File: src/logic/dcache_consts.svh
`ifndef DCACHE_CONSTS_SVH
`define DCACHE_CONSTS_SVH

// address and data widths
`define DC_ADDR_W     32
`define DC_WORD_W     32
`define DC_BYTE_OFF_W 2   // byte within a word

// cache geometry
`define DC_OFFSET_W   2   // four words per line
`define DC_INDEX_W    4   // 16 sets
`define DC_WAYS       2

// derived
`define DC_SETS       (1 << `DC_INDEX_W)
`define DC_LINE_W     (`DC_WORD_W * (1 << `DC_OFFSET_W))
`define DC_STRB_W     (`DC_WORD_W / 8)
`define DC_TAG_W      (`DC_ADDR_W - `DC_INDEX_W - `DC_OFFSET_W - `DC_BYTE_OFF_W)

`endif

File: src/logic/dcache_geom_pkg.sv
`include "dcache_consts.svh"

package dcache_geom_pkg;

    ////////////////////////////////////////////////////////////////////
    // address fields
    ////////////////////////////////////////////////////////////////////

    typedef logic [`DC_TAG_W-1:0]    tag_t;
    typedef logic [`DC_INDEX_W-1:0]  index_t;
    typedef logic [`DC_OFFSET_W-1:0] word_sel_t;   // word within a line

    ////////////////////////////////////////////////////////////////////
    // payload
    ////////////////////////////////////////////////////////////////////

    typedef logic [`DC_WORD_W-1:0]   word_t;
    typedef logic [`DC_LINE_W-1:0]   line_t;       // word 0 in the low bits
    typedef logic [`DC_STRB_W-1:0]   strb_t;       // one bit per byte

    // one bit per way, used for hit, write enable and use pulse
    typedef logic [`DC_WAYS-1:0]     way_mask_t;

endpackage

File: src/logic/dcache_mem_pkg.sv
`include "dcache_consts.svh"

package dcache_mem_pkg;

    // memory port address, byte granular
    typedef logic [`DC_ADDR_W-1:0] addr_t;

    // main control states
    typedef enum logic [2:0] {
        IDLE,       // waiting for a request
        LOOKUP,     // tag compare on the buffered request
        MISS_REQ,   // line read issued, waiting for addr_ok
        MISS_WAIT,  // waiting for the line to return
        WRITE_REQ   // write-through issued, waiting for addr_ok
    } ctrl_state_t;

endpackage

File: src/logic/dcache_req_buf.sv
`include "dcache_consts.svh"

module dcache_req_buf (
    input  logic                       clk,
    input  logic                       rstn,
    input  logic                       buf_we,
    input  logic                       req_wr,
    input  dcache_mem_pkg::addr_t      req_addr,
    input  dcache_geom_pkg::word_t     req_wdata,
    input  dcache_geom_pkg::strb_t     req_wstrb,
    output logic                       buf_wr,
    output dcache_geom_pkg::tag_t      buf_tag,
    output dcache_geom_pkg::index_t    buf_index,
    output dcache_geom_pkg::word_sel_t buf_word,
    output dcache_geom_pkg::word_t     buf_wdata,
    output dcache_geom_pkg::strb_t     buf_strb,
    output dcache_mem_pkg::addr_t      buf_addr
);

    dcache_mem_pkg::addr_t addr_q;

    // request kind steers the FSM
    always_ff @(posedge clk or negedge rstn) begin
        if (!rstn) begin
            buf_wr <= 1'b0;
        end else if (buf_we) begin
            buf_wr <= req_wr;
        end
    end

    always_ff @(posedge clk) begin
        if (buf_we) begin
            addr_q    <= req_addr;
            buf_wdata <= req_wdata;
            buf_strb  <= req_wstrb;
        end
    end

    // field split   tag | index | word | byte
    assign buf_tag   = addr_q[`DC_ADDR_W-1 -: `DC_TAG_W];
    assign buf_index = addr_q[`DC_BYTE_OFF_W+`DC_OFFSET_W +: `DC_INDEX_W];
    assign buf_word  = addr_q[`DC_BYTE_OFF_W +: `DC_OFFSET_W];
    assign buf_addr  = addr_q;

endmodule

File: config.mk
export PLATFORM = sky130hd
export DESIGN_NAME = dcache_req_buf
export DESIGN_NICKNAME = d
export VERILOG_FILES = /design/src/logic/dcache_geom_pkg.sv /design/src/logic/dcache_mem_pkg.sv /design/src/logic/dcache_req_buf.sv
export VERILOG_INCLUDE_DIRS = /design/src /design/src/logic
export SDC_FILE = /design/constraint.sdc
export NUM_CORES = 1
export LEC_CHECK = 0
export BUFFER_PORTS_ARGS = -buffer_cell sky130_fd_sc_hd__buf_4
export CORE_MARGIN = 10
export CORE_UTILIZATION = 40
export DETAILED_ROUTE_END_ITERATION = 8
export GPL_TIMING_DRIVEN = 0
export HOLD_SLACK_MARGIN = 0.03
export PLACE_DENSITY = 0.8
export SLEW_MARGIN = 20
export SYNTH_ARGS = -nofsm -noshare
export SYNTH_HDL_FRONTEND = slang
export SYNTH_SLANG_ARGS = --single-unit
export TNS_END_PERCENT = 30
File: constraint.sdc
create_clock -name clk -period 0.85 [get_ports clk]
set_input_delay 0.17 -clock clk [delete_from_list [all_inputs] [get_ports clk]]
set_output_delay 0.17 -clock clk [all_outputs]
set_load 0.01 [all_outputs]
## Word-level counts from Yosys, hierarchy flattened

Cells that the tools add are included.

- Logic and storage cells: 4
- Output and inout bits: 99
- Bits in registers: 69
- Bits of input ports: 72

## Logic depth before layout (Yosys ltp)

- Word-level depth: 0
- Gate-level depth with buffers: 1
- Mapped depth without buffers: 1

## Worst setup path before layout

No wires, ideal clock.

- Path kind: reg2reg
- From: register, netlist name buf_wr
- To: register buf_wr
- Cell stages (with the launch flop): 2
- Data arrival time: 654 ps
- Slack: 71 ps
- Data required time: 725 ps
- Path buffers: 0
- Clock period less this slack: 779 ps
- Library setup time: 125 ps
- Path through: dfrtp_1 > mux2_4

RTL lines:

| what | line | RTL |
|---|---|---|
| to (signal assigned) | dcache_req_buf.sv:27 | `buf_wr <= req_wr;` |
| to (decl) | dcache_req_buf.sv:11 | `output logic buf_wr,` |

## Worst setup path after layout

- From: register addr_q[28] (netlist: buf_addr[28])
- To: output port buf_tag[20]

RTL lines:

| what | line | RTL |
|---|---|---|
| from (decl) | dcache_req_buf.sv:20 | `dcache_mem_pkg::addr_t addr_q;` |
| from (signal assigned) | dcache_req_buf.sv:33 | `addr_q <= req_addr;` |
| to (decl) | dcache_req_buf.sv:12 | `output dcache_geom_pkg::tag_t buf_tag,` |

No word-level cell between the ends.

==> results.md <==
* Most used cell along the critical path: buf_6
* Clock Skew at 0 ns
* Placed Cells at 342
* CP Class: register to output pin
* Vias in the first global route at 2107
* Final Critical Period at 1.27 ns
* PwrDens at 1760 mW/mm²
* Slowest-stage cell, CP: edfxtp_1
* Netlist cell types at 4
* Die Wd at 95.9 µm
* Max-cap check violation count at 0
* Worst Hold Class: primary input to register
* Share of the synthesized area in the top cell type at 88.5%
* Post-route insts no fill at 428
* Die H at 95.9 µm
* Mapped Nets at 172
* Worst path top cell family by delay: flip-flops
* Crit path buf inv count at 2
* CP endpoint kind: output pin
* Mapped cell area at 0.00231 mm²
* Vias per cell at 4.61
* Share of cells above drive strength 1 at 60.4%
* Max-slew headroom at 58.8%
* Syn Inst Count at 100
* Placer Congestion at 0.756
* Pwr Total at 8.75 mW
* Port-buffer cells at 170
* WL/cell at 24.4 µm
* Outcome: finished with violations
* First DRT Iteration DRCs at 145
* Cell row count at 27
* Slowest Stage Delay on Critical Path at 0.48 ns
* Clk Latency, worst-skew pair at 0.33 ns
* Via count at 1974
* IR drop worst, VDD at 1.34 mV
* CP Launch Type: register
* Critical Path AT at 1.10 ns
* Nets at 423
* Routed wire length at 10500 µm
* Clock buffer depth at 2
* Slew Viols, Final at 0
* Final Cycle Share at 149%
* Clk sink count at 69
* Top post-synthesis cells by area: edfxtp_1 (89%), buf_4 (9.8%), dfrtp_1 (1.1%)
* Initial core utilization at 41.6%
* RSZ-0062 raised after global routing: true
* Worst-path clk slew at 0.09 ns
* Final WS setup at -0.418 ns
* Setup TNS at -26.23 ns
* Static Leak at 2.17 nW
* Synth Warn # at 0
* CORE AREA at 0.00554 mm²
* Drt first pass iters at 4
* Critical path, cell by cell: buf_6 -> buf_6
* TritonCTS clock tree: built
* Num CTS Buffers at 9
* Top cell type by total area after synthesis: edfxtp_1
* Max H-tree Level at 3
* Worst-Margin Slew at 0.619 ns
* Worst EP required at 0.68 ns
* Worst hold margin at 0.0662 ns
* CTS Root Cell: clkbuf_8
* First-pass GRT wire length at 13700 µm
* Final Hold Fails at 0
* Highest Clock Rate at 789 MHz
* Synthesis-to-finish area growth at 115%
* Antenna diode count at 0
* I/O pin cnt at 171
* Initial antenna violation count at 0
* Crit-path max FO at 2
* Overall Global Routing Usage at 20.6%
* Maximum number of pins on one net before global-route repair at 70
* Final ANT Viol Nets at 0
* Failing checks: setup timing
* Flops & latches, synth at 69
* DRC Markers at 0
* DIE AREA at 0.00921 mm²
* Mean Syn Cell Area at 23.1 µm²
* Final setup vio count at 99
* Sequential fraction of the synthesis area at 89.6%
* Dpl hpwl at 5710 µm
* Gr ovfl total at 0
## report_power, final
| part | switching, mW | total [mW] | internal [mW] |
|---|---|---|---|
| Clock | 1.28 | 2.62 | 1.34 |
| Combinational | 0.666 | 1.89 | 1.22 |
| Sequential | 0.196 | 4.25 | 4.05 |
## cell type report
type,count,area [µm²]
Timing Repair Buffer,240,2280
Fill cell,204,577
Buffer,30,327
Clock buffer,11,131
Sequential cell,69,2070
Clock inverter,5,51.3
Tap cell,72,90.1
Multi-Input combinational cell,1,15.0
## logic make-up after synthesis
family | Yosys count | synth area share [%]
muxes | 1 | 0.651
buffers and inverters | 30 | 9.76
DFF | 69 | 89.6
## cell usage after synthesis
library cell  count
edfxtp_1         68
buf_4            30
dfrtp_1           1
mux2_4            1
## sequential cells by signal, summed over array words and instances, names as in the netlist
| name | flops |
|---|---|
| buf_addr | 32 |
| buf_wdata | 32 |
| buf_strb | 4 |
| buf_wr | 1 |
## stage by stage
stage	util, %	setup WS [ns]	cell area [µm²]
floorplan	-	0.0707	2310
global placement	66.3	-0.448	3670
detailed placement	66.3	-0.477	3670
CTS	87.2	-0.340	4830
global route	89.6	-0.427	4960
finish	89.6	-0.418	4960
## layout by cell type (no fill, tap or decap)
cell type and n:
buf_6 109, buf_4 92, dlygate4sd3_1 69, edfxtp_1 68
clkbuf_8 9, clkinv_2 2, clkbuf_1 2, mux2_4 1
dfrtp_1 1, bufinv_16 1, clkinv_1 1, clkinvlp_4 1
## repair_timing
item	4_1_cts	5_1_grt
endpoints found under the setup margin	168	99
resized for setup	75	34
buffers inserted	0	1
endpoints found under the hold margin	69	0
hold buffers	69	0
## path summary, 6_finish.rpt
check | startpoint | endpoint | slack (ns) | cells past startpoint
max in group asynchronous | rstn | buf_wr | 0.59 | 2
setup / recovery | buf_addr[28] | buf_tag[20] | -0.42 | 2
min in group asynchronous | rstn | buf_wr | 0.18 | 2
hold / removal | req_wr | buf_wr | 0.07 | 2
setup reg to reg | buf_wr | buf_wr | 0.08 | 1
hold reg to reg | buf_wr | buf_wr | 0.55 | 1
## per-layer routing
| layer | GRT usage (%) | vias to the layer above | share of wire (%) |
|---|---|---|---|
| li1 | - | 846 | - |
| met1 | 22.1 | 974 | 36 |
| met2 | 36.5 | 135 | 53 |
| met3 | 7.63 | 19 | 9.9 |
| met4 | 7.49 | 0 | 1.7 |
| met5 | 0 | - | 0 |
Note: power is estimated with default switching activity, not from simulation.
