$ cat config.mk
export PLATFORM = sky130hd
export DESIGN_NAME = dcache_lru
export DESIGN_NICKNAME = d
export VERILOG_FILES = /design/src/logic/dcache_geom_pkg.sv /design/src/logic/dcache_lru.sv
export VERILOG_INCLUDE_DIRS = /design/src /design/src/logic
export SDC_FILE = /design/constraint.sdc
export NUM_CORES = 1
export LEC_CHECK = 0
export BUFFER_PORTS_ARGS = -buffer_cell sky130_fd_sc_hd__buf_4
export CAP_MARGIN = 20
export CORE_ASPECT_RATIO = 2
export CORE_MARGIN = 2
export CORE_UTILIZATION = 30
export CTS_CLUSTER_DIAMETER = 120
export CTS_CLUSTER_SIZE = 8
export DETAILED_ROUTE_END_ITERATION = 10
export GPL_ROUTABILITY_DRIVEN = 0
export HOLD_SLACK_MARGIN = 0.15
export PLACE_DENSITY_LB_ADDON = 0.08
export SYNTH_ARGS = -nofsm -noshare
export SYNTH_HDL_FRONTEND = slang
export SYNTH_SLANG_ARGS = --single-unit
$ cat constraint.sdc
create_clock -name clk -period 1.1 [get_ports clk]
set_input_delay 0.11 -clock clk [delete_from_list [all_inputs] [get_ports clk]]
set_output_delay 0.11 -clock clk [all_outputs]
set_load 0.01 [all_outputs]
$ cat src/logic/dcache_consts.svh
`ifndef DCACHE_CONSTS_SVH
`define DCACHE_CONSTS_SVH

// address and data widths
`define DC_ADDR_W     32
`define DC_WORD_W     32
`define DC_BYTE_OFF_W 2   // byte within a word

// cache geometry
`define DC_OFFSET_W   2   // four words per line
`define DC_INDEX_W    4   // 16 sets
`define DC_WAYS       2

// derived
`define DC_SETS       (1 << `DC_INDEX_W)
`define DC_LINE_W     (`DC_WORD_W * (1 << `DC_OFFSET_W))
`define DC_STRB_W     (`DC_WORD_W / 8)
`define DC_TAG_W      (`DC_ADDR_W - `DC_INDEX_W - `DC_OFFSET_W - `DC_BYTE_OFF_W)

`endif

$ cat src/logic/dcache_geom_pkg.sv
`include "dcache_consts.svh"

package dcache_geom_pkg;

    ////////////////////////////////////////////////////////////////////
    // address fields
    ////////////////////////////////////////////////////////////////////

    typedef logic [`DC_TAG_W-1:0]    tag_t;
    typedef logic [`DC_INDEX_W-1:0]  index_t;
    typedef logic [`DC_OFFSET_W-1:0] word_sel_t;   // word within a line

    ////////////////////////////////////////////////////////////////////
    // payload
    ////////////////////////////////////////////////////////////////////

    typedef logic [`DC_WORD_W-1:0]   word_t;
    typedef logic [`DC_LINE_W-1:0]   line_t;       // word 0 in the low bits
    typedef logic [`DC_STRB_W-1:0]   strb_t;       // one bit per byte

    // one bit per way, used for hit, write enable and use pulse
    typedef logic [`DC_WAYS-1:0]     way_mask_t;

endpackage

$ cat src/logic/dcache_lru.sv
`include "dcache_consts.svh"

module dcache_lru (
    input  logic                       clk,
    input  logic                       rstn,
    input  dcache_geom_pkg::index_t    buf_index,
    input  dcache_geom_pkg::way_mask_t use_way,
    output logic                       victim
);

    ////////////////////////////////////////////////////////////////////
    // one bit per set naming the least recently used way
    ////////////////////////////////////////////////////////////////////

    logic [`DC_SETS-1:0] lru_q;

    always_ff @(posedge clk or negedge rstn) begin
        if (!rstn) begin
            lru_q <= '0;                           // way 0 goes first
        end else if (|use_way) begin
            lru_q[buf_index] <= use_way[0];        // used way 0 leaves way 1 as oldest
        end
    end

    assign victim = lru_q[buf_index];

endmodule

* Yosys cells after proc, flatten, opt, wreduce, memory -nomap -nowiden
Cells that the tools add are included.
** Word-level totals
- Flip-flop bits (word level) :: 16
- Word-level logic and storage cells :: 10
** Cells by class
- Reduce and logical (&&, ||, !) cells :: 2
- Magnitude comparators :: 2
- Multiplexer cells :: 5
** Operators by type and width (count)
- bitwise mux 16 bit :: 1
- < comparator 4 x 5 -> 1 bit, second input constant :: 1
- binary-select mux 1 bit (select 4 bit) :: 1
- demux 1 bit (select 4 bit) :: 1
- greater-or-equal comparator 4 x 1 -> 1 bit, second input constant :: 1
- two-way mux 1 bit :: 2
- OR reduction 2 bit :: 1
- logical AND 1 bit :: 1

* Logic depth before layout (Yosys ltp)
Gate-level depths: netlist of run 1.
- Word-level depth :: 5
- Mapped depth :: 5
- Depth with buffers taken out :: 3

* Least setup slack after synthesis of run 1
Ideal clock, no wire load.
- Kind :: reg-to-output
- From :: register lru_q[3]
- To :: output victim
- Slack :: -111 ps
- Stages on the path, launching flop included :: 4
- Arrival time :: 1101 ps
- Path buffers :: 0
- Path through :: dfrtp_1 -> mux4_2 -> a22oi_2 -> nand3_1
** On the way
- Longest elaborated chain between the ends :: 2
** RTL lines
- from (decl) :: line dcache_lru.sv:15 : logic [`DC_SETS-1:0] lru_q;
- from (signal, indexed assignment) :: line dcache_lru.sv:21 : lru_q[buf_index] <= use_way[0];
- binary-select mux 1 bit (select 4 bit) :: line dcache_lru.sv:25 : assign victim = lru_q[buf_index];
- two-way mux 1 bit (not written as such) :: line dcache_lru.sv:25
- to (decl) :: line dcache_lru.sv:8 : output logic victim
No other way between the ends. The select of a mux whose other input is x is not followed.

* Worst setup path in the final report of run 1
- From :: register lru_q[0]
- To :: output victim
The elaborated chain is that of the path after synthesis.

==> reports/qor.yml, run 1 <==
floorplan:
  initial_core_util: 0.310
  die_w_um: 42.8
  die_area_sq_um: 3490
  rows: 28
  dieHeight_um: 81.6
  fp.coreArea_sq_um: 2910
  ios: 9
routing:
  ant_nets: 0
  viasPerCell: 5.31
  firstDrtPassIters: 2
  wl_per_cell_um: 16.7
  drc_errors: 0
  drtIter0Drc: 7
  drt_wl_total_um: 1950
  vias: 621
timing:
  finalMaxSlewViolations: 0
  max_slew_margin: 0.729
  hold_viol_final: 0
  min_period_ns: 1.60
  whs_ns: 0.254
  finClkSkew_ns: 0
  fin_crit_sh: 1.46
  tightest_slew_ns: 0.404
  max_clock_freq_mhz: 624
  setup_viol: 1
  grt_setup_unrepaired: "true"
  fin_ws_ns: -0.504
final_layout:
  fill_cells: 295
  area_growth_pct: 18.9
  final_layout_size_suffix_gt1_frac: 0.471
  largest_register_ffs: 16
  top_register: "lru_q"
  instances_no_fill: 117
  nets: 97
  largestRegisters: "lru_q (16)"
  fin_util: 0.369
  antennaDiodeCount: 0
synthesis:
  syn_inst: 73
  synth_nets: 81
  ys_types: 21
  synth_area_leaders: "dfrtp_1, mux2_2, mux4_1, mux4_2, nor3_1"
  avgSynthCellArea_sq_um: 12.4
  synth_warnings: 0
  ys_ff_latch: 16
  synth_area_sq_um: 902
  synth_top_area_frac: 0.444
  yosysSeqAreaShare: 0.444
  yosysTopAreaCell: "dfrtp_1"
global_route:
  grt_pass1_wl_um: 3220
  grt_pass1_vias: 681
  grt_max_degree: 17
  grt-ovfl-total: 0
  antenna_found_initial: 0
  track_usage: 0.128
clock_tree:
  post-cts-setup-buffers: 0
  cts-root-buf: "clkbuf_8"
  cts_max_level: 1
  numClockSinks: 16
  numCtsBuffers: 3
  clockBufferDepth: 2
  cts_tree: "done"
  cts.clk_slew.worst_paths_ns: 0.06
  clock_latency_ns: 0.25
worst_setup_path:
  start_kind: "register"
  cp-end-kind: "output port"
  arrival_ns: 1.49
  r2r_cells: 1
  path_max_fanout: 2
  worstPathRequired_ns: 0.99
  critPathKind: "register to output port"
  r2r_start: "lru_q[2]"
  critical_path.startpoint: "lru_q[0]"
status:
  status: "finished with violations"
  violations: "negative setup slack"
min_path:
  hold_path.class: "input port to asynchronous set/reset pin"
flow_run:
  cap_viol_max_count: 0
pwr:
  power.leakage_nw: 0.448
  max-vdd-ir-drop_v: 0.000750
  power.density_nw_per_um2: 1520
  finalPower_w: 0.00163
place:
  pre_cts_slack_ns: -0.253
  hpwl_um: 1520
  placed_cells: 113
  numPortBuffers: 8
==> routing by layer <==
metal	track usage	part of all wire
met1	0.147	0.40
met2	0.221	0.56
met3	0.0220	0.027
met4	0.0656	0.021
met5	0	0
==> final timing paths <==
path | to | slack [ns]
max | victim | -0.50
min | lru_q[0] | 0.25
max reg2reg | lru_q[2] | 0.33
min reg2reg | lru_q[15] | 0.50
max in group asynchronous | lru_q[6] | 0.65
min in group clk | lru_q[14] | 0.27
==> critical path: stages, from the launching register on <==
cell,delay [ns]
dfrtp_1,0.39
mux4_2,0.46
a22oi_2,0.18
nand3_2,0.08
buf_6,0.13
==> synthesized netlist by cell type (all sizes together) <==
master	n
dfrtp	16
mux2	16
nor3	7
buf	5
nand3	5
mux4	4
nor2	4
clkbuf	2
nand2	2
nand2b	2
nor2b	2
nor4	2
a22oi	1
nand4	1
o211ai	1
o21ai	1
o21ba	1
o21bai	1
==> layout make-up <==
class                           instances  area, sq um  area share
Clock buffer                            3         41.3      0.0385
Multi-Input combinational cell         50          452       0.421
Sequential cell                        16          400       0.373
Tap cell                               30         37.5      0.0350
Timing Repair Buffer                   18          141       0.132
==> kinds of logic after synthesis <==
group / count (synthesis) / share of synthesized area
AOI/OAI and AO/OA: 5 / 0.0472
buffers and inverters: 7 / 0.0610
and+or+nand+nor: 25 / 0.140
DFF: 16 / 0.444
muxes: 20 / 0.308
==> cells in the final DEF, fill, tap and decap left out, drive strengths merged <==
cell type | Yosys | routed
a22oi | 1 | 1
buf | 5 | 17
clkbuf | 2 | 3
dfrtp | 16 | 16
dlygate4sd3 | 0 | 1
mux2 | 16 | 16
mux4 | 4 | 4
nand2 | 2 | 2
nand2b | 2 | 2
nand3 | 5 | 5
nand4 | 1 | 1
nor2 | 4 | 4
nor2b | 2 | 2
nor3 | 7 | 7
nor4 | 2 | 2
o211ai | 1 | 1
o21ai | 1 | 1
o21ba | 1 | 1
o21bai | 1 | 1
==> power breakdown <==
part,switching [W],internal [W]
combinational,0.000151,0.000248
sequential,0.0000645,0.000730
clock,0.000197,0.000243
==> repair_timing <==
item,CTS,global route
endpoints found under the setup margin,1,1
hold buffers,1,0
resized for setup,1,0
pin swaps,0,0
endpoints found under the hold margin,16,0
==> per-stage QoR <==
stage	setup TNS (ns)	cell area, sq um
after floorplan	-0.0927	907
after global routing	-0.574	1070
after global placement	-1.19	1020
after detailed placement	-1.19	1020
final	-0.504	1070
after CTS	-0.521	1070
Note: power is estimated with default switching activity, not from simulation.
==> run 2, diff against run 1 <==
Clock period 1.1 ns to 1.8 ns, I/O delays scaled along.
==> run 2 against run 1 <==
Compared with the run above:
- the flow now finishes without violations
- cell area fell by 7.1%
- non-clock buffer count fell by 9
- core utilization fell by 2.6 points
- register-to-register slack improved by 0.71 ns
- worst setup slack improved by 0.62 ns
- sequential share of layout area rose by 2.9 points
- largest power group unchanged
==> reports/qor.yml, run 2 (synthesized netlist as in run 1, its figures left out) <==
final_layout:
  largestRegisters: "lru_q (16)"
  final_cell_mix: "mux2_2, dfrtp_1, buf_4, nor3_1, nand3_1"
  area_growth_pct: 10.4
  nets: 88  # -9.3%
  antennaDiodeCount: 0  # unchanged
  top_register: "lru_q"
  final_area_sq_um: 996  # -7.1%
  final_layout_size_suffix_gt1_frac: 0.397  # -0.0738
  largest_register_ffs: 16  # unchanged
  instances_no_fill: 108  # -7.7%
timing:
  min_period_ns: 1.69
  finalMaxSlewViolations: 0  # unchanged
  hold_viol_final: 0  # unchanged
  fin_tns_setup_ns: 0  # +0.504 ns
  setup_viol: 0  # -1
  max_slew_margin: 0.627  # -0.102
  grt_setup_unrepaired: "false"
  fin_crit_sh: 0.938
  tightest_slew_ns: 0.553  # +0.149 ns
  max_clock_freq_mhz: 592
  fin_ws_ns: 0.112  # +0.616 ns
  finClkSkew_ns: 0  # unchanged
floorplan:
  die_area_sq_um: 3490  # unchanged
  rows: 28  # unchanged
  ios: 9  # unchanged
  dieHeight_um: 81.6  # unchanged
  initial_core_util: 0.310  # unchanged
  die_w_um: 42.8  # unchanged
  fp.coreArea_sq_um: 2910  # unchanged
routing:
  drtIter0Drc: 12  # +5
  wl_per_cell_um: 17.0  # +2.3%
  drt_wl_total_um: 1840  # -5.5%
  ant_nets: 0  # unchanged
  firstDrtPassIters: 4  # +2
  viasPerCell: 5.37  # +1.2%
  vias: 580  # -6.6%
  drc_errors: 0  # unchanged
pwr:
  clkPwrFrac: 0.268  # about the same
  combPwrFrac: 0.225  # -0.019
  pwr-share-seq: 0.506  # +0.019
  power.density_nw_per_um2: 970  # -36%
  swShare: 0.246  # -0.00677
  power.leakage_nw: 0.398  # -11%
  max-vdd-ir-drop_v: 0.000399  # -47%
  finalPower_w: 0.000966  # -41%
  p_switching_w: 0.000237  # -42%
  p_int_w: 0.000729  # -40%
global_route:
  grt_pass1_wl_um: 3200  # -0.65%
  antenna_found_initial: 0  # unchanged
  grt_pass1_vias: 649  # -4.7%
  track_usage: 0.127  # -0.000566
  grt_max_degree: 21  # +4
  grt-ovfl-total: 0  # unchanged
worst_setup_path:
  critPathKind: "register to output port"
  cp_slowest_stage_delay_ns: 0.48  # +0.02 ns
  arrival_ns: 1.51  # +0.02 ns
  critical_path.startpoint: "lru_q[3]"
  path_max_fanout: 2  # unchanged
  worstPathRequired_ns: 1.62  # +0.63 ns
  start_kind: "register"
  cp_cell_sequence: "mux4_2 -> a22oi_2 -> nand3_1 -> buf_4"
  r2r_start: "lru_q[3]"
  slowest_stage: "mux4_2"
  cp-end-kind: "output port"
status:
  status: "finished, final reports clean"
flow_run:
  cap_viol_max_count: 0  # unchanged
clock_tree:
  clockBufferDepth: 2  # unchanged
  clock_latency_ns: 0.24  # about the same
  numClockSinks: 16  # unchanged
  cts.clk_slew.worst_paths_ns: 0.06  # about the same
  cts_tree: "done"
  cts_max_level: 1  # unchanged
  numCtsBuffers: 3  # unchanged
  cts-root-buf: "clkbuf_8"
place:
  placed_cells: 104  # -8.0%
  numPortBuffers: 8  # unchanged
  hpwl_um: 1400  # -7.5%
  placed_area_sq_um: 945  # -7.1%
  pre_cts_slack_ns: 0.361  # +0.614 ns
min_path:
  hold_path.class: "input port to asynchronous set/reset pin"
## run 2: changes by cell type in the layout (fill, tap and decap cells not counted), sizes merged
cell  previous run  this run
buf             17         8
## run 2: per-layer routing
layer | vias up | routed length (um) | GRT usage
met5 | - | 0 | 0
met4 | 0 | 43 | 0.0750
met3 | 5 | 90 | 0.0242
met2 | 16 | 1010 | 0.220
met1 | 278 | 699 | 0.141
li1 | 281 | - | -
## run 2: repair_timing
action	4_1_cts	5_1_grt
gates resized for setup	0	0
endpoints found under the hold margin	16	0
hold buffers	1	0
buffers inserted	0	0
## run 2: metrics by stage
stage / hold slack (ns) / utilization
final: 0.328 / 0.343
after global placement: 0.0511 / 0.325
after global routing: 0.355 / 0.343
after floorplan: -0.116 / -
after detailed placement: 0.0533 / 0.325
after CTS: 0.332 / 0.343
## run 2: path summary, 6_finish.rpt
path                            slack (ns)   endpoint  cells after the start
min in group clk                      0.35   lru_q[8]                      2
worst max-delay path                  0.11     victim                      4
max in group asynchronous             1.29   lru_q[6]                      2
worst min-delay path                  0.33   lru_q[0]                      2
worst max register to register        1.04   lru_q[3]                      1
worst min register to register        0.50  lru_q[13]                      1
## run 2: power groups by stage
stage / Clock (W) / Combinational [W] / Sequential [W]
global placement: 0 / 0.000217 / 0.000497
detailed placement: 0 / 0.000220 / 0.000500
CTS: 0.000274 / 0.000222 / 0.000492
floorplan: 0 / 0.000176 / 0.000477
finish: 0.000259 / 0.000218 / 0.000489
global route: 0.000288 / 0.000240 / 0.000498
## run 2: worst max-delay path: cells and delay by family, from the launching register on
family                 cells  cell delay, ns
muxes                      1            0.48
DFF                        1            0.39
AOI/OAI and AO/OA          1            0.17
and+or+nand+nor            1            0.09
buffers and inverters      1            0.14
## run 2: layout make-up
cell class                 count  area [sq um]
timing repair buffer           9          70.1
multi-input combinational     50           447
tap                           30          37.5
sequential                    16           400
fill                         301          1910
clock buffer                   3          41.3
