File: config.mk
export PLATFORM = sky130hd
export DESIGN_NAME = dcache_ctrl_flat
export DESIGN_NICKNAME = d
export VERILOG_FILES = /design/src/logic/dcache_geom_pkg.sv /design/src/logic/dcache_mem_pkg.sv /design/src/logic/dcache_array_if.sv /design/src/logic/dcache_ctrl.sv /design/src/flat_wrapper.sv
export VERILOG_INCLUDE_DIRS = /design/src /design/src/logic
export SDC_FILE = /design/constraint.sdc
export NUM_CORES = 1
export LEC_CHECK = 0
export BUFFER_PORTS_ARGS = -buffer_cell sky130_fd_sc_hd__buf_2
export CAP_MARGIN = 20
export CORE_AREA = 5 5 42 44
export DETAILED_ROUTE_END_ITERATION = 16
export DIE_AREA = 0 0 47 49
export HOLD_SLACK_MARGIN = 0.12
export PLACE_DENSITY = 0.59
export SETUP_SLACK_MARGIN = 0.2
export SYNTH_ARGS = -nofsm -noshare
export SYNTH_HDL_FRONTEND = slang
export SYNTH_SLANG_ARGS = --single-unit
File: constraint.sdc
create_clock -name clk -period 1.5 [get_ports clk]
set_input_delay 0.15 -clock clk [delete_from_list [all_inputs] [get_ports clk]]
set_output_delay 0.15 -clock clk [all_outputs]
set_load 0.01 [all_outputs]
File: src/logic/dcache_consts.svh
`ifndef DCACHE_CONSTS_SVH
`define DCACHE_CONSTS_SVH

// address and data widths
`define DC_ADDR_W     32
`define DC_WORD_W     32
`define DC_BYTE_OFF_W 2   // byte within a word

// cache geometry
`define DC_OFFSET_W   2   // four words per line
`define DC_INDEX_W    4   // 16 sets
`define DC_WAYS       2

// derived
`define DC_SETS       (1 << `DC_INDEX_W)
`define DC_LINE_W     (`DC_WORD_W * (1 << `DC_OFFSET_W))
`define DC_STRB_W     (`DC_WORD_W / 8)
`define DC_TAG_W      (`DC_ADDR_W - `DC_INDEX_W - `DC_OFFSET_W - `DC_BYTE_OFF_W)

`endif

File: src/logic/dcache_geom_pkg.sv
`include "dcache_consts.svh"

package dcache_geom_pkg;

    ////////////////////////////////////////////////////////////////////
    // address fields
    ////////////////////////////////////////////////////////////////////

    typedef logic [`DC_TAG_W-1:0]    tag_t;
    typedef logic [`DC_INDEX_W-1:0]  index_t;
    typedef logic [`DC_OFFSET_W-1:0] word_sel_t;   // word within a line

    ////////////////////////////////////////////////////////////////////
    // payload
    ////////////////////////////////////////////////////////////////////

    typedef logic [`DC_WORD_W-1:0]   word_t;
    typedef logic [`DC_LINE_W-1:0]   line_t;       // word 0 in the low bits
    typedef logic [`DC_STRB_W-1:0]   strb_t;       // one bit per byte

    // one bit per way, used for hit, write enable and use pulse
    typedef logic [`DC_WAYS-1:0]     way_mask_t;

endpackage

File: src/logic/dcache_mem_pkg.sv
`include "dcache_consts.svh"

package dcache_mem_pkg;

    // memory port address, byte granular
    typedef logic [`DC_ADDR_W-1:0] addr_t;

    // main control states
    typedef enum logic [2:0] {
        IDLE,       // waiting for a request
        LOOKUP,     // tag compare on the buffered request
        MISS_REQ,   // line read issued, waiting for addr_ok
        MISS_WAIT,  // waiting for the line to return
        WRITE_REQ   // write-through issued, waiting for addr_ok
    } ctrl_state_t;

endpackage

File: src/logic/dcache_array_if.sv
// link between the control FSM and the tag/data store
interface dcache_array_if;

    // from control
    dcache_geom_pkg::way_mask_t way_we;   // per-way write enable
    logic                       refill;   // whole line from memory, else merged word

    // from store
    dcache_geom_pkg::way_mask_t hit;      // all zero on a miss
    dcache_geom_pkg::word_t     rd_word;  // requested word of the hit way

    modport ctrl (
        output way_we,
        output refill,
        input  hit
    );

    // rd_word is also read back inside the store for the byte merge
    modport store (
        input  way_we,
        input  refill,
        output hit,
        output rd_word
    );

endinterface

File: src/logic/dcache_ctrl.sv
module dcache_ctrl (
    input  logic                       clk,
    input  logic                       rstn,
    input  logic                       req_valid,
    input  logic                       buf_wr,
    input  logic                       mem_addr_ok,
    input  logic                       mem_data_ok,
    dcache_array_if.ctrl               arr,
    output logic                       req_ready,
    output logic                       buf_we,
    output logic                       rsp_valid,
    output logic                       rsp_from_mem,
    output logic                       mem_req,
    output logic                       mem_wr,
    output dcache_geom_pkg::way_mask_t use_way,
    input  logic                       victim
);

    dcache_mem_pkg::ctrl_state_t state, state_nxt;

    logic                       any_hit;
    logic                       load_hit;
    logic                       load_miss;
    dcache_geom_pkg::way_mask_t victim_mask;

    assign any_hit     = |arr.hit;
    assign load_hit    = !buf_wr && any_hit;
    assign load_miss   = !buf_wr && !any_hit;
    assign victim_mask = dcache_geom_pkg::way_mask_t'(1) << victim;

    ////////////////////////////////////////////////////////////////////
    // state register
    ////////////////////////////////////////////////////////////////////

    always_ff @(posedge clk or negedge rstn) begin
        if (!rstn) begin
            state <= dcache_mem_pkg::IDLE;
        end else begin
            state <= state_nxt;
        end
    end

    ////////////////////////////////////////////////////////////////////
    // next state
    ////////////////////////////////////////////////////////////////////

    always_comb begin
        state_nxt = state;
        case (state)
            dcache_mem_pkg::IDLE: begin
                if (req_valid) begin
                    state_nxt = dcache_mem_pkg::LOOKUP;
                end
            end
            dcache_mem_pkg::LOOKUP: begin
                if (buf_wr) begin                  // write-through on hit and miss
                    state_nxt = mem_addr_ok ? dcache_mem_pkg::IDLE
                                            : dcache_mem_pkg::WRITE_REQ;
                end else if (!any_hit) begin
                    state_nxt = mem_addr_ok ? dcache_mem_pkg::MISS_WAIT
                                            : dcache_mem_pkg::MISS_REQ;
                end else if (req_valid) begin
                    state_nxt = dcache_mem_pkg::LOOKUP;   // keep streaming hits
                end else begin
                    state_nxt = dcache_mem_pkg::IDLE;
                end
            end
            dcache_mem_pkg::MISS_REQ: begin
                if (mem_addr_ok) begin
                    state_nxt = dcache_mem_pkg::MISS_WAIT;
                end
            end
            dcache_mem_pkg::MISS_WAIT: begin
                if (mem_data_ok) begin
                    state_nxt = dcache_mem_pkg::IDLE;
                end
            end
            dcache_mem_pkg::WRITE_REQ: begin
                if (mem_addr_ok) begin
                    state_nxt = dcache_mem_pkg::IDLE;
                end
            end
            default: state_nxt = dcache_mem_pkg::IDLE;
        endcase
    end

    ////////////////////////////////////////////////////////////////////
    // outputs
    ////////////////////////////////////////////////////////////////////

    always_comb begin
        req_ready    = 1'b0;
        rsp_valid    = 1'b0;
        rsp_from_mem = 1'b0;
        mem_req      = 1'b0;
        use_way      = '0;
        arr.way_we   = '0;
        arr.refill   = 1'b0;
        case (state)
            dcache_mem_pkg::IDLE: begin
                req_ready = 1'b1;
            end
            dcache_mem_pkg::LOOKUP: begin
                if (load_hit) begin
                    req_ready = 1'b1;
                    rsp_valid = 1'b1;
                    use_way   = arr.hit;
                end else if (load_miss) begin
                    mem_req = 1'b1;                // line read
                end else begin
                    mem_req    = 1'b1;             // word write
                    arr.way_we = arr.hit;          // merge only on a hit
                    use_way    = arr.hit;
                end
            end
            dcache_mem_pkg::MISS_REQ: begin
                mem_req = 1'b1;
            end
            dcache_mem_pkg::MISS_WAIT: begin
                rsp_from_mem = 1'b1;
                arr.refill   = 1'b1;
                if (mem_data_ok) begin
                    rsp_valid  = 1'b1;
                    arr.way_we = victim_mask;
                    use_way    = victim_mask;
                end
            end
            dcache_mem_pkg::WRITE_REQ: begin
                mem_req = 1'b1;
            end
            default: begin
                req_ready = 1'b0;
            end
        endcase
    end

    assign buf_we = req_ready && req_valid;
    assign mem_wr = mem_req && buf_wr;         // kind held in the buffer

endmodule

File: src/flat_wrapper.sv
// flat-port wrapper written by rule: the top's interface ports become plain ports
module dcache_ctrl_flat 
  (clk, rstn, req_valid, buf_wr, mem_addr_ok, mem_data_ok, req_ready, buf_we, rsp_valid, rsp_from_mem, mem_req, mem_wr, use_way, victim, arr_way_we, arr_refill, arr_hit);
  dcache_array_if arr_i ();
  input  logic clk;
  input  logic rstn;
  input  logic req_valid;
  input  logic buf_wr;
  input  logic mem_addr_ok;
  input  logic mem_data_ok;
  output logic req_ready;
  output logic buf_we;
  output logic rsp_valid;
  output logic rsp_from_mem;
  output logic mem_req;
  output logic mem_wr;
  output dcache_geom_pkg::way_mask_t use_way;
  input  logic victim;
  output wire logic [$bits(arr_i.way_we)-1:0] arr_way_we;
  output wire logic [$bits(arr_i.refill)-1:0] arr_refill;
  input wire logic [$bits(arr_i.hit)-1:0] arr_hit;
  assign arr_way_we = arr_i.way_we;
  assign arr_refill = arr_i.refill;
  assign arr_i.hit = arr_hit;
  dcache_ctrl u_core (.clk(clk), .rstn(rstn), .req_valid(req_valid), .buf_wr(buf_wr), .mem_addr_ok(mem_addr_ok), .mem_data_ok(mem_data_ok), .arr(arr_i), .req_ready(req_ready), .buf_we(buf_we), .rsp_valid(rsp_valid), .rsp_from_mem(rsp_from_mem), .mem_req(mem_req), .mem_wr(mem_wr), .use_way(use_way), .victim(victim));
endmodule
Word level (Yosys, flattened, before mapping)
Index checks and enable logic that the tools add are counted.
Widths: inputs -> output; s select.
{"block": "word_totals", "register_bits": 3, "latchBits": 0, "mem_bits_rw": 0, "rom_bits": 0, "inputBits": 9, "out_inout_bits": 11, "memories": 0}
{"block": "classes", "add_sub_neg": 0, "multipliers": 0, "n_div": 0, "n_lt_le_gt_ge": 0, "eq_ne": 8, "shifts": 1, "n_mux": 23, "bitwise_logic": 0, "n_reduce_logical": 10}
{"cell": "$mux 3", "count": 7}
{"cell": "$pmux 3 s5", "count": 1}
{"cell": "$mux 2", "count": 4}
{"cell": "$ne 2x2->1 const B", "count": 4}
{"cell": "$pmux 2 s2", "count": 2}
{"cell": "$eq 3x2->1 const B", "count": 2}
{"cell": "$mux 1", "count": 6}
{"cell": "$pmux 1 s2", "count": 3}
{"cell": "$logic_and 1x1->1", "count": 4}
{"cell": "$reduce_and 4->1", "count": 1}
{"cell": "$reduce_or 2->1", "count": 2}
{"cell": "$eq 3x1->1 const B", "count": 1}
{"cell": "$eq 3x3->1 const B", "count": 1}
{"cell": "$logic_not 3->1", "count": 1}
{"cell": "$logic_not 1->1", "count": 2}
{"cell": "$shl 1x1->2 const A", "count": 1}

Depth between registers and ports, before layout
Gate-level depths: netlist of run 1.
{"block": "logic_depth", "depth_word": 6, "depth_mapped": 5}

Worst setup path before layout of run 1
Ideal clock, no wire load.
{"block": "synth_path", "path_kind": "register -> output", "from": "register u_core.state[1]", "to": "output rsp_from_mem", "arrival_ns": 1.139, "required_ns": 1.350, "setup_slack_ns": 0.211, "path_stages_with_launch": 6, "path_buffers": 3, "path_cell_list": "dfrtp_1 clkbuf_2 buf_2 inv_1 nor2_1 buf_4"}
{"block": "synth_via", "elab_chain_cells": 2}
{"item": "start, declared", "line": "dcache_ctrl.sv:19", "text": "dcache_mem_pkg::ctrl_state_t state, state_nxt;"}
{"item": "start signal, assigned", "line": "dcache_ctrl.sv:37", "text": "state <= dcache_mem_pkg::IDLE;"}
{"item": "start signal, assigned", "line": "dcache_ctrl.sv:39", "text": "state <= state_nxt;"}
{"item": "$eq 3x2->1"}
{"item": "$mux 1"}
{"item": "end, declared", "line": "flat_wrapper.sv:14", "text": "output logic rsp_from_mem;"}
Every way passes these cells.

Worst setup path after layout of run 1
{"block": "layout_path", "from": "register u_core.state[1]", "to": "output rsp_valid"}
{"block": "layout_via", "elab_chain_cells": 2, "elab_cells_between_ends": 3, "classes_between": "eq/ne: 2; mux: 1"}
{"item": "$eq 3x2->1 or $eq 3x1->1 (tied branches)", "line": "dcache_ctrl.sv:99", "text": "case (state)"}
{"item": "$pmux 1 s2 (*)", "line": "dcache_ctrl.sv:99"}
{"item": "end, declared", "line": "flat_wrapper.sv:13", "text": "output logic rsp_valid;"}
Mark *: on every way between the ends. The rest lies on a longest branch, timed or not.

==> results of run 1 <==
## Yosys cell counts (2+ instances only)
| library cell | count |
|---|---|
| mux2i_1 | 2 |
| dfrtp_1 | 3 |
| nand3_1 | 3 |
| o21ai_0 | 2 |
| nor2_1 | 8 |
| buf_2 | 3 |
| nand2b_1 | 2 |
| a21oi_1 | 6 |
| nor3b_1 | 2 |
| nand2_1 | 5 |
## layer usage
metal,global-route usage,up-vias
li1,-,237
met1,0.108,228
met2,0.167,6
met3,0.0221,0
met4,0.0553,0
met5,0,-
## worst reg2reg max path: cells and delay by family, from the launching register on
| kind | cells | cell delay [ns] |
|---|---|---|
| AO/OA/AOI/OAI | 2 | 0.51 |
| buffers and inverters | 2 | 0.28 |
| flip-flops | 1 | 0.43 |
## logic make-up after synthesis
kind of cell    count (synthesis)  synth area share
simple gates                   26             0.357
compound gates                 13             0.241
buf+inv                         6            0.0859
mux                             3            0.0859
flops                           3             0.206
xor+xnor                        1            0.0241
## per-stage QoR
stage | TNS, ns | area, µm² | util
final | 0 | 627 | 0.447
after global routing | -0.0198 | 627 | 0.447
after CTS | 0 | 601 | 0.429
after detailed placement | 0 | 467 | 0.333
after global placement | 0 | 467 | 0.333
after floorplan | 0 | 364 | -
## cell type report
| cell class | instances | area [µm²] |
|---|---|---|
| fillers | 149 | 774 |
| repair buffers | 29 | 186 |
| multi-input cells | 43 | 308 |
| inverters | 1 | 8.76 |
| flip-flops and latches | 3 | 77.6 |
| clock buffers | 4 | 26.3 |
| well taps | 16 | 20.0 |
## placed cells by master (no fill, tap or decap), drive strengths merged, types with 2 or more instances in the layout
cell type,instances
a21oi,6
buf,27
clkbuf,4
dfrtp,3
dlygate4sd3,2
mux2i,2
nand2,5
nand2b,2
nand3,3
nor2,8
nor3b,2
o21ai,2
## worst min path at each step
stage / startpoint / end / slack, ns / cells after the start
detailed placement: rstn / u_core.state[2]$_DFFE_PN0P_ / -0.05 / 1
global route: rstn / u_core.state[2]$_DFFE_PN0P_ / 0.25 / 2
finish: rstn / u_core.state[2]$_DFFE_PN0P_ / 0.25 / 2
CTS: rstn / u_core.state[2]$_DFFE_PN0P_ / 0.23 / 2
global placement: rstn / u_core.state[2]$_DFFE_PN0P_ / -0.05 / 1
floorplan: rstn / u_core.state[0]$_DFFE_PN0P_ / -0.15 / 0
## where the power goes
| group | total (µW) | internal (µW) | switching, µW |
|---|---|---|---|
| clock | 137 | 99.4 | 37.9 |
| combinational | 783 | 406 | 377 |
| sequential | 188 | 118 | 70.6 |
| total | 1110 | 623 | 486 |
## what timing repair did
action,in CTS,in global routing
setup endpoints to repair,11,12
hold buffers,2,0
gates resized for setup,15,6
pin swaps,4,2
buffers inserted,5,1
hold endpoints to repair,4,0
==> results.json, run 1 <==
{
  "root_buffer": "clkbuf_4",
  "dieHeight_um": 49,
  "diodes": 0,
  "drtIter0Drc": 6,
  "rsz0062_at_grt": "true",
  "critPathLaunchType": "flop",
  "ys_ff_latch": 3,
  "core_um2": 1400,
  "p_leak_uw": 0.000293,
  "ir_worst_vdd_mv": 0.931,
  "ant_nets": 0,
  "wl_met3_um": 40,
  "vias_per_cell": 4.91,
  "worst_ep_required_time_ns": 1.35,
  "fin_ws_ns": 0.0852,
  "syn_area_um2": 364,
  "critPathMaxFanout": 5,
  "holdWs_ns": 0.247,
  "h-tree-depth": 1,
  "critPathMaxStageDelay_ns": 0.43,
  "rows": 14,
  "fin_skew_ns": 0.0000267,
  "portBuffers": 19,
  "synth_flop_cell": "dfrtp_1",
  "dp_cells": 84,
  "hold_class": "in2async",
  "cts_tree": "built",
  "die-area_um2": 2300,
  "path_buf_inv": 1,
  "critPathLaunch": "u_core.state[1]$_DFFE_PN0P_",
  "drive_above_1_share": 0.575,
  "area.growth.synth_to_final_pct": 72.2,
  "clock-sinks": 3,
  "syn_nets": 61,
  "antenna_found_initial": 0,
  "largest-register": "u_core.state",
  "synth_area_per_cell_um2": 7.00,
  "largest_register_ffs": 3,
  "synth_top_cell_by_area": "dfrtp_1",
  "slew_headroom": 0.819,
  "die_x_um": 47,
  "drv_cap": 0,
  "crit_path_end": "rsp_valid",
  "top_regs": "u_core.state (3)",
  "period_needed_ns": 1.41,
  "dp_hpwl_um": 774,
  "overflow": 0,
  "reg2reg_slack_ns": 0.22,
  "reg2reg_to": "u_core.state[0]$_DFFE_PN0P_",
  "ys_async_sr_fraction": 1.00,
  "crit_chain": "or3_1, a21oi_1, buf_2",
  "fin_nets": 90,
  "grt_pass1_vias": 415,
  "ys.warnings.count": 0,
  "synth.top_cell.area_share": 0.206,
  "fin_cells": 96,
  "wl_met1_um": 437,
  "initial_core_util": 0.260,
  "syn-instance-count": 52,
  "wl_per_cell_um": 11.9,
  "finalMaxSlewViolations": 0,
  "clockBufferDepth": 2,
  "ys_seq_area_frac": 0.206,
  "max_freq_mhz": 707,
  "cpMaxStageDelayCell": "dfrtp_2",
  "cp.depth": 3,
  "critPathKind": "reg2out",
  "gp_congestion": 0.690,
  "grt_max_degree": 9,
  "synth_edf_count": 0,
  "rr_startpoint": "u_core.state[1]$_DFFE_PN0P_",
  "track_usage": 0.0994,
  "totalWireLength_um": 1140,
  "num_vias": 471,
  "outcome": "complete, no violations",
  "dr.pass1.iters": 4,
  "clk_latency_ns": 0.23,
  "io-pin-count": 20,
  "synthTopCellsByArea": "dfrtp_1, a21oi_1, nor2_1",
  "power_uw": 1110,
  "routed.top_layer": "met3",
  "ys_types": 26,
  "drc": 0,
  "grt_pass1_wl_um": 1700,
  "final-setup-viol-count": 0,
  "finalCritPeriodShare": 0.943,
  "cts_made_buffers": 3,
  "tightestPinTransition_ns": 0.271,
  "p_per_area_nw_per_um2": 1770,
  "wl_met2_um": 664,
  "reg2regPathDepth": 4,
  "hold_violations": 0,
  "critical_path.top_delay_family": "flip-flops",
  "crit_path_end_kind": "output port",
  "worstPathArrival_ns": 1.26,
  "cts.clk_slew.worst_paths_ns": 0.03,
  "pre_cts_slack_ns": 0.228
}
No activity file was read; power rests on OpenSTA's default activity.
==> inputs of run 2 (changes only) <==
Clock period 1.5 ns to 1.79 ns, I/O delays scaled along.
==> results.json, run 2 (same netlist as run 1, synthesis figures left out) <==
{
  "power_uw": 781,
  "root_buffer": "clkbuf_4",
  "gp_congestion": 0.676,
  "critPathLaunchType": "flop",
  "drtIter0Drc": 1,
  "clk_latency_ns": 0.23,
  "rows": 14,
  "critical_path.top_delay_family": "flip-flops",
  "critPathMaxStageDelay_ns": 0.45,
  "num_vias": 452,
  "io-pin-count": 20,
  "reg2reg_slack_ns": 0.55,
  "layout_commonest_cell": "buf_2",
  "area.growth.synth_to_final_pct": 44.0,
  "fin_ws_ns": 0.276,
  "area.sequential_um2": 78.8,
  "diodes": 0,
  "cts_made_buffers": 3,
  "hold_depth": 2,
  "fin_skew_ns": 0.000139,
  "rr_startpoint": "u_core.state[2]$_DFFE_PN0P_",
  "clockBufferDepth": 2,
  "overflow": 0,
  "worstPathArrival_ns": 1.33,
  "crit_path_end_kind": "output port",
  "fin_cells": 91,
  "worst_ep_required_time_ns": 1.61,
  "drive_above_1_share": 0.453,
  "final_core_util": 0.374,
  "cts.clk_slew.worst_paths_ns": 0.04,
  "n_fill_cell": 172,
  "portBuffers": 19,
  "final_cell_mix": "buf_2, nor2_1, a21oi_1",
  "hold_violations": 0,
  "tns_ns": 0,
  "dp_hpwl_um": 787,
  "fin_nets": 85,
  "drv_cap": 0,
  "reg2regPathDepth": 3,
  "h-tree-depth": 1,
  "totalWireLength_um": 1080,
  "drc": 0,
  "final-setup-viol-count": 0,
  "core_um2": 1400,
  "outcome": "complete, no violations",
  "path_buf_inv": 1,
  "finalMaxSlewViolations": 0,
  "critPathKind": "reg2out",
  "vias_per_cell": 4.97,
  "pre_cts_slack_ns": 0.288,
  "ant_nets": 0,
  "die-area_um2": 2300,
  "track_usage": 0.0981,
  "rsz0062_at_grt": "false",
  "largest-register": "u_core.state",
  "reg2reg_to": "u_core.state[0]$_DFFE_PN0P_",
  "min_from": "mem_addr_ok",
  "critPathMaxFanout": 8,
  "dieHeight_um": 49,
  "slew_headroom": 0.804,
  "cpMaxStageDelayCell": "dfrtp_2",
  "die_x_um": 47,
  "largest_register_ffs": 3,
  "grt_pass1_wl_um": 1680,
  "grt_pass1_vias": 405,
  "dp_cells": 82,
  "hold-path-endpoint": "u_core.state[2]$_DFFE_PN0P_",
  "crit_chain": "or3_1, a21oi_1, buf_2",
  "max_freq_mhz": 661,
  "wl_per_cell_um": 11.8,
  "multiInputGateArea_um2": 260,
  "p_per_area_nw_per_um2": 1490,
  "cts_tree": "built",
  "hold_class": "in2reg",
  "period_needed_ns": 1.51,
  "initial_core_util": 0.260,
  "finalCritPeriodShare": 0.846,
  "top_regs": "u_core.state (3)",
  "tightestPinTransition_ns": 0.293,
  "antenna_found_initial": 0,
  "clock-sinks": 3,
  "dr.pass1.iters": 4,
  "ir_worst_vdd_mv": 0.648,
  "p_leak_uw": 0.000246,
  "grt_max_degree": 12
}
run 2: cell types whose count changed in the layout (fill, tap and decap cells not counted), sizes merged:
| cell | before | now |
|---|---|---|
| dlygate4sd3 | 2 | 1 |
| buf | 27 | 23 |
run 2: worst max-delay path by stage:
stage,slack (ns),to,start,depth (start not counted)
finish,0.28,rsp_valid,u_core.state[1]$_DFFE_PN0P_,3
global route,0.21,rsp_valid,u_core.state[1]$_DFFE_PN0P_,3
CTS,0.25,rsp_valid,u_core.state[2]$_DFFE_PN0P_,3
detailed placement,0.29,use_way[0],u_core.state[1]$_DFFE_PN0P_,4
global placement,0.31,use_way[0],u_core.state[1]$_DFFE_PN0P_,4
floorplan,0.47,rsp_from_mem,u_core.state[1]$_DFFE_PN0P_,5
run 2: area by class of cell:
cell class,instances,share of cell area
multi-input cells,43,0.496
well taps,16,0.0382
clock buffers,4,0.0501
repair buffers,24,0.258
flip-flops and latches,3,0.150
inverters,1,0.00716
run 2: report_power, final:
group	leakage (µW)	switching (µW)	internal (µW)	total, µW
registers	0.0000349	69.4	99.7	169
clock network	0.0000150	33.9	83.5	117
logic	0.000196	251	244	495
run 2: timing repair:
item                                    CTS  global route
setup buffers                             4             0
hold buffers                              1             0
pin swaps                                 0             1
resized for setup                         1             4
endpoints found under the hold margin     3             0
endpoints found under the setup margin    4             7
run 2: worst register-to-register path, cell delays in order (launching register included):
cell,delay [ns]
dfrtp_2,0.46
nand2b_2,0.27
a2111oi_2,0.25
o22a_1,0.19
run 2: per-layer routing:
layer | vias up | wire length, µm | global-route usage
li1 | 229 | - | -
met1 | 214 | 449 | 0.106
met2 | 9 | 585 | 0.152
met3 | 0 | 44 | 0.0369
met4 | 0 | 0 | 0.0645
met5 | - | 0 | 0
run 2: through the flow:
stage	hold WS [ns]	instance area, µm²
floorplan	-0.117	364
global placement	-0.0249	452
detailed placement	-0.0246	452
CTS	0.144	519
global route	0.163	524
finish	0.156	524
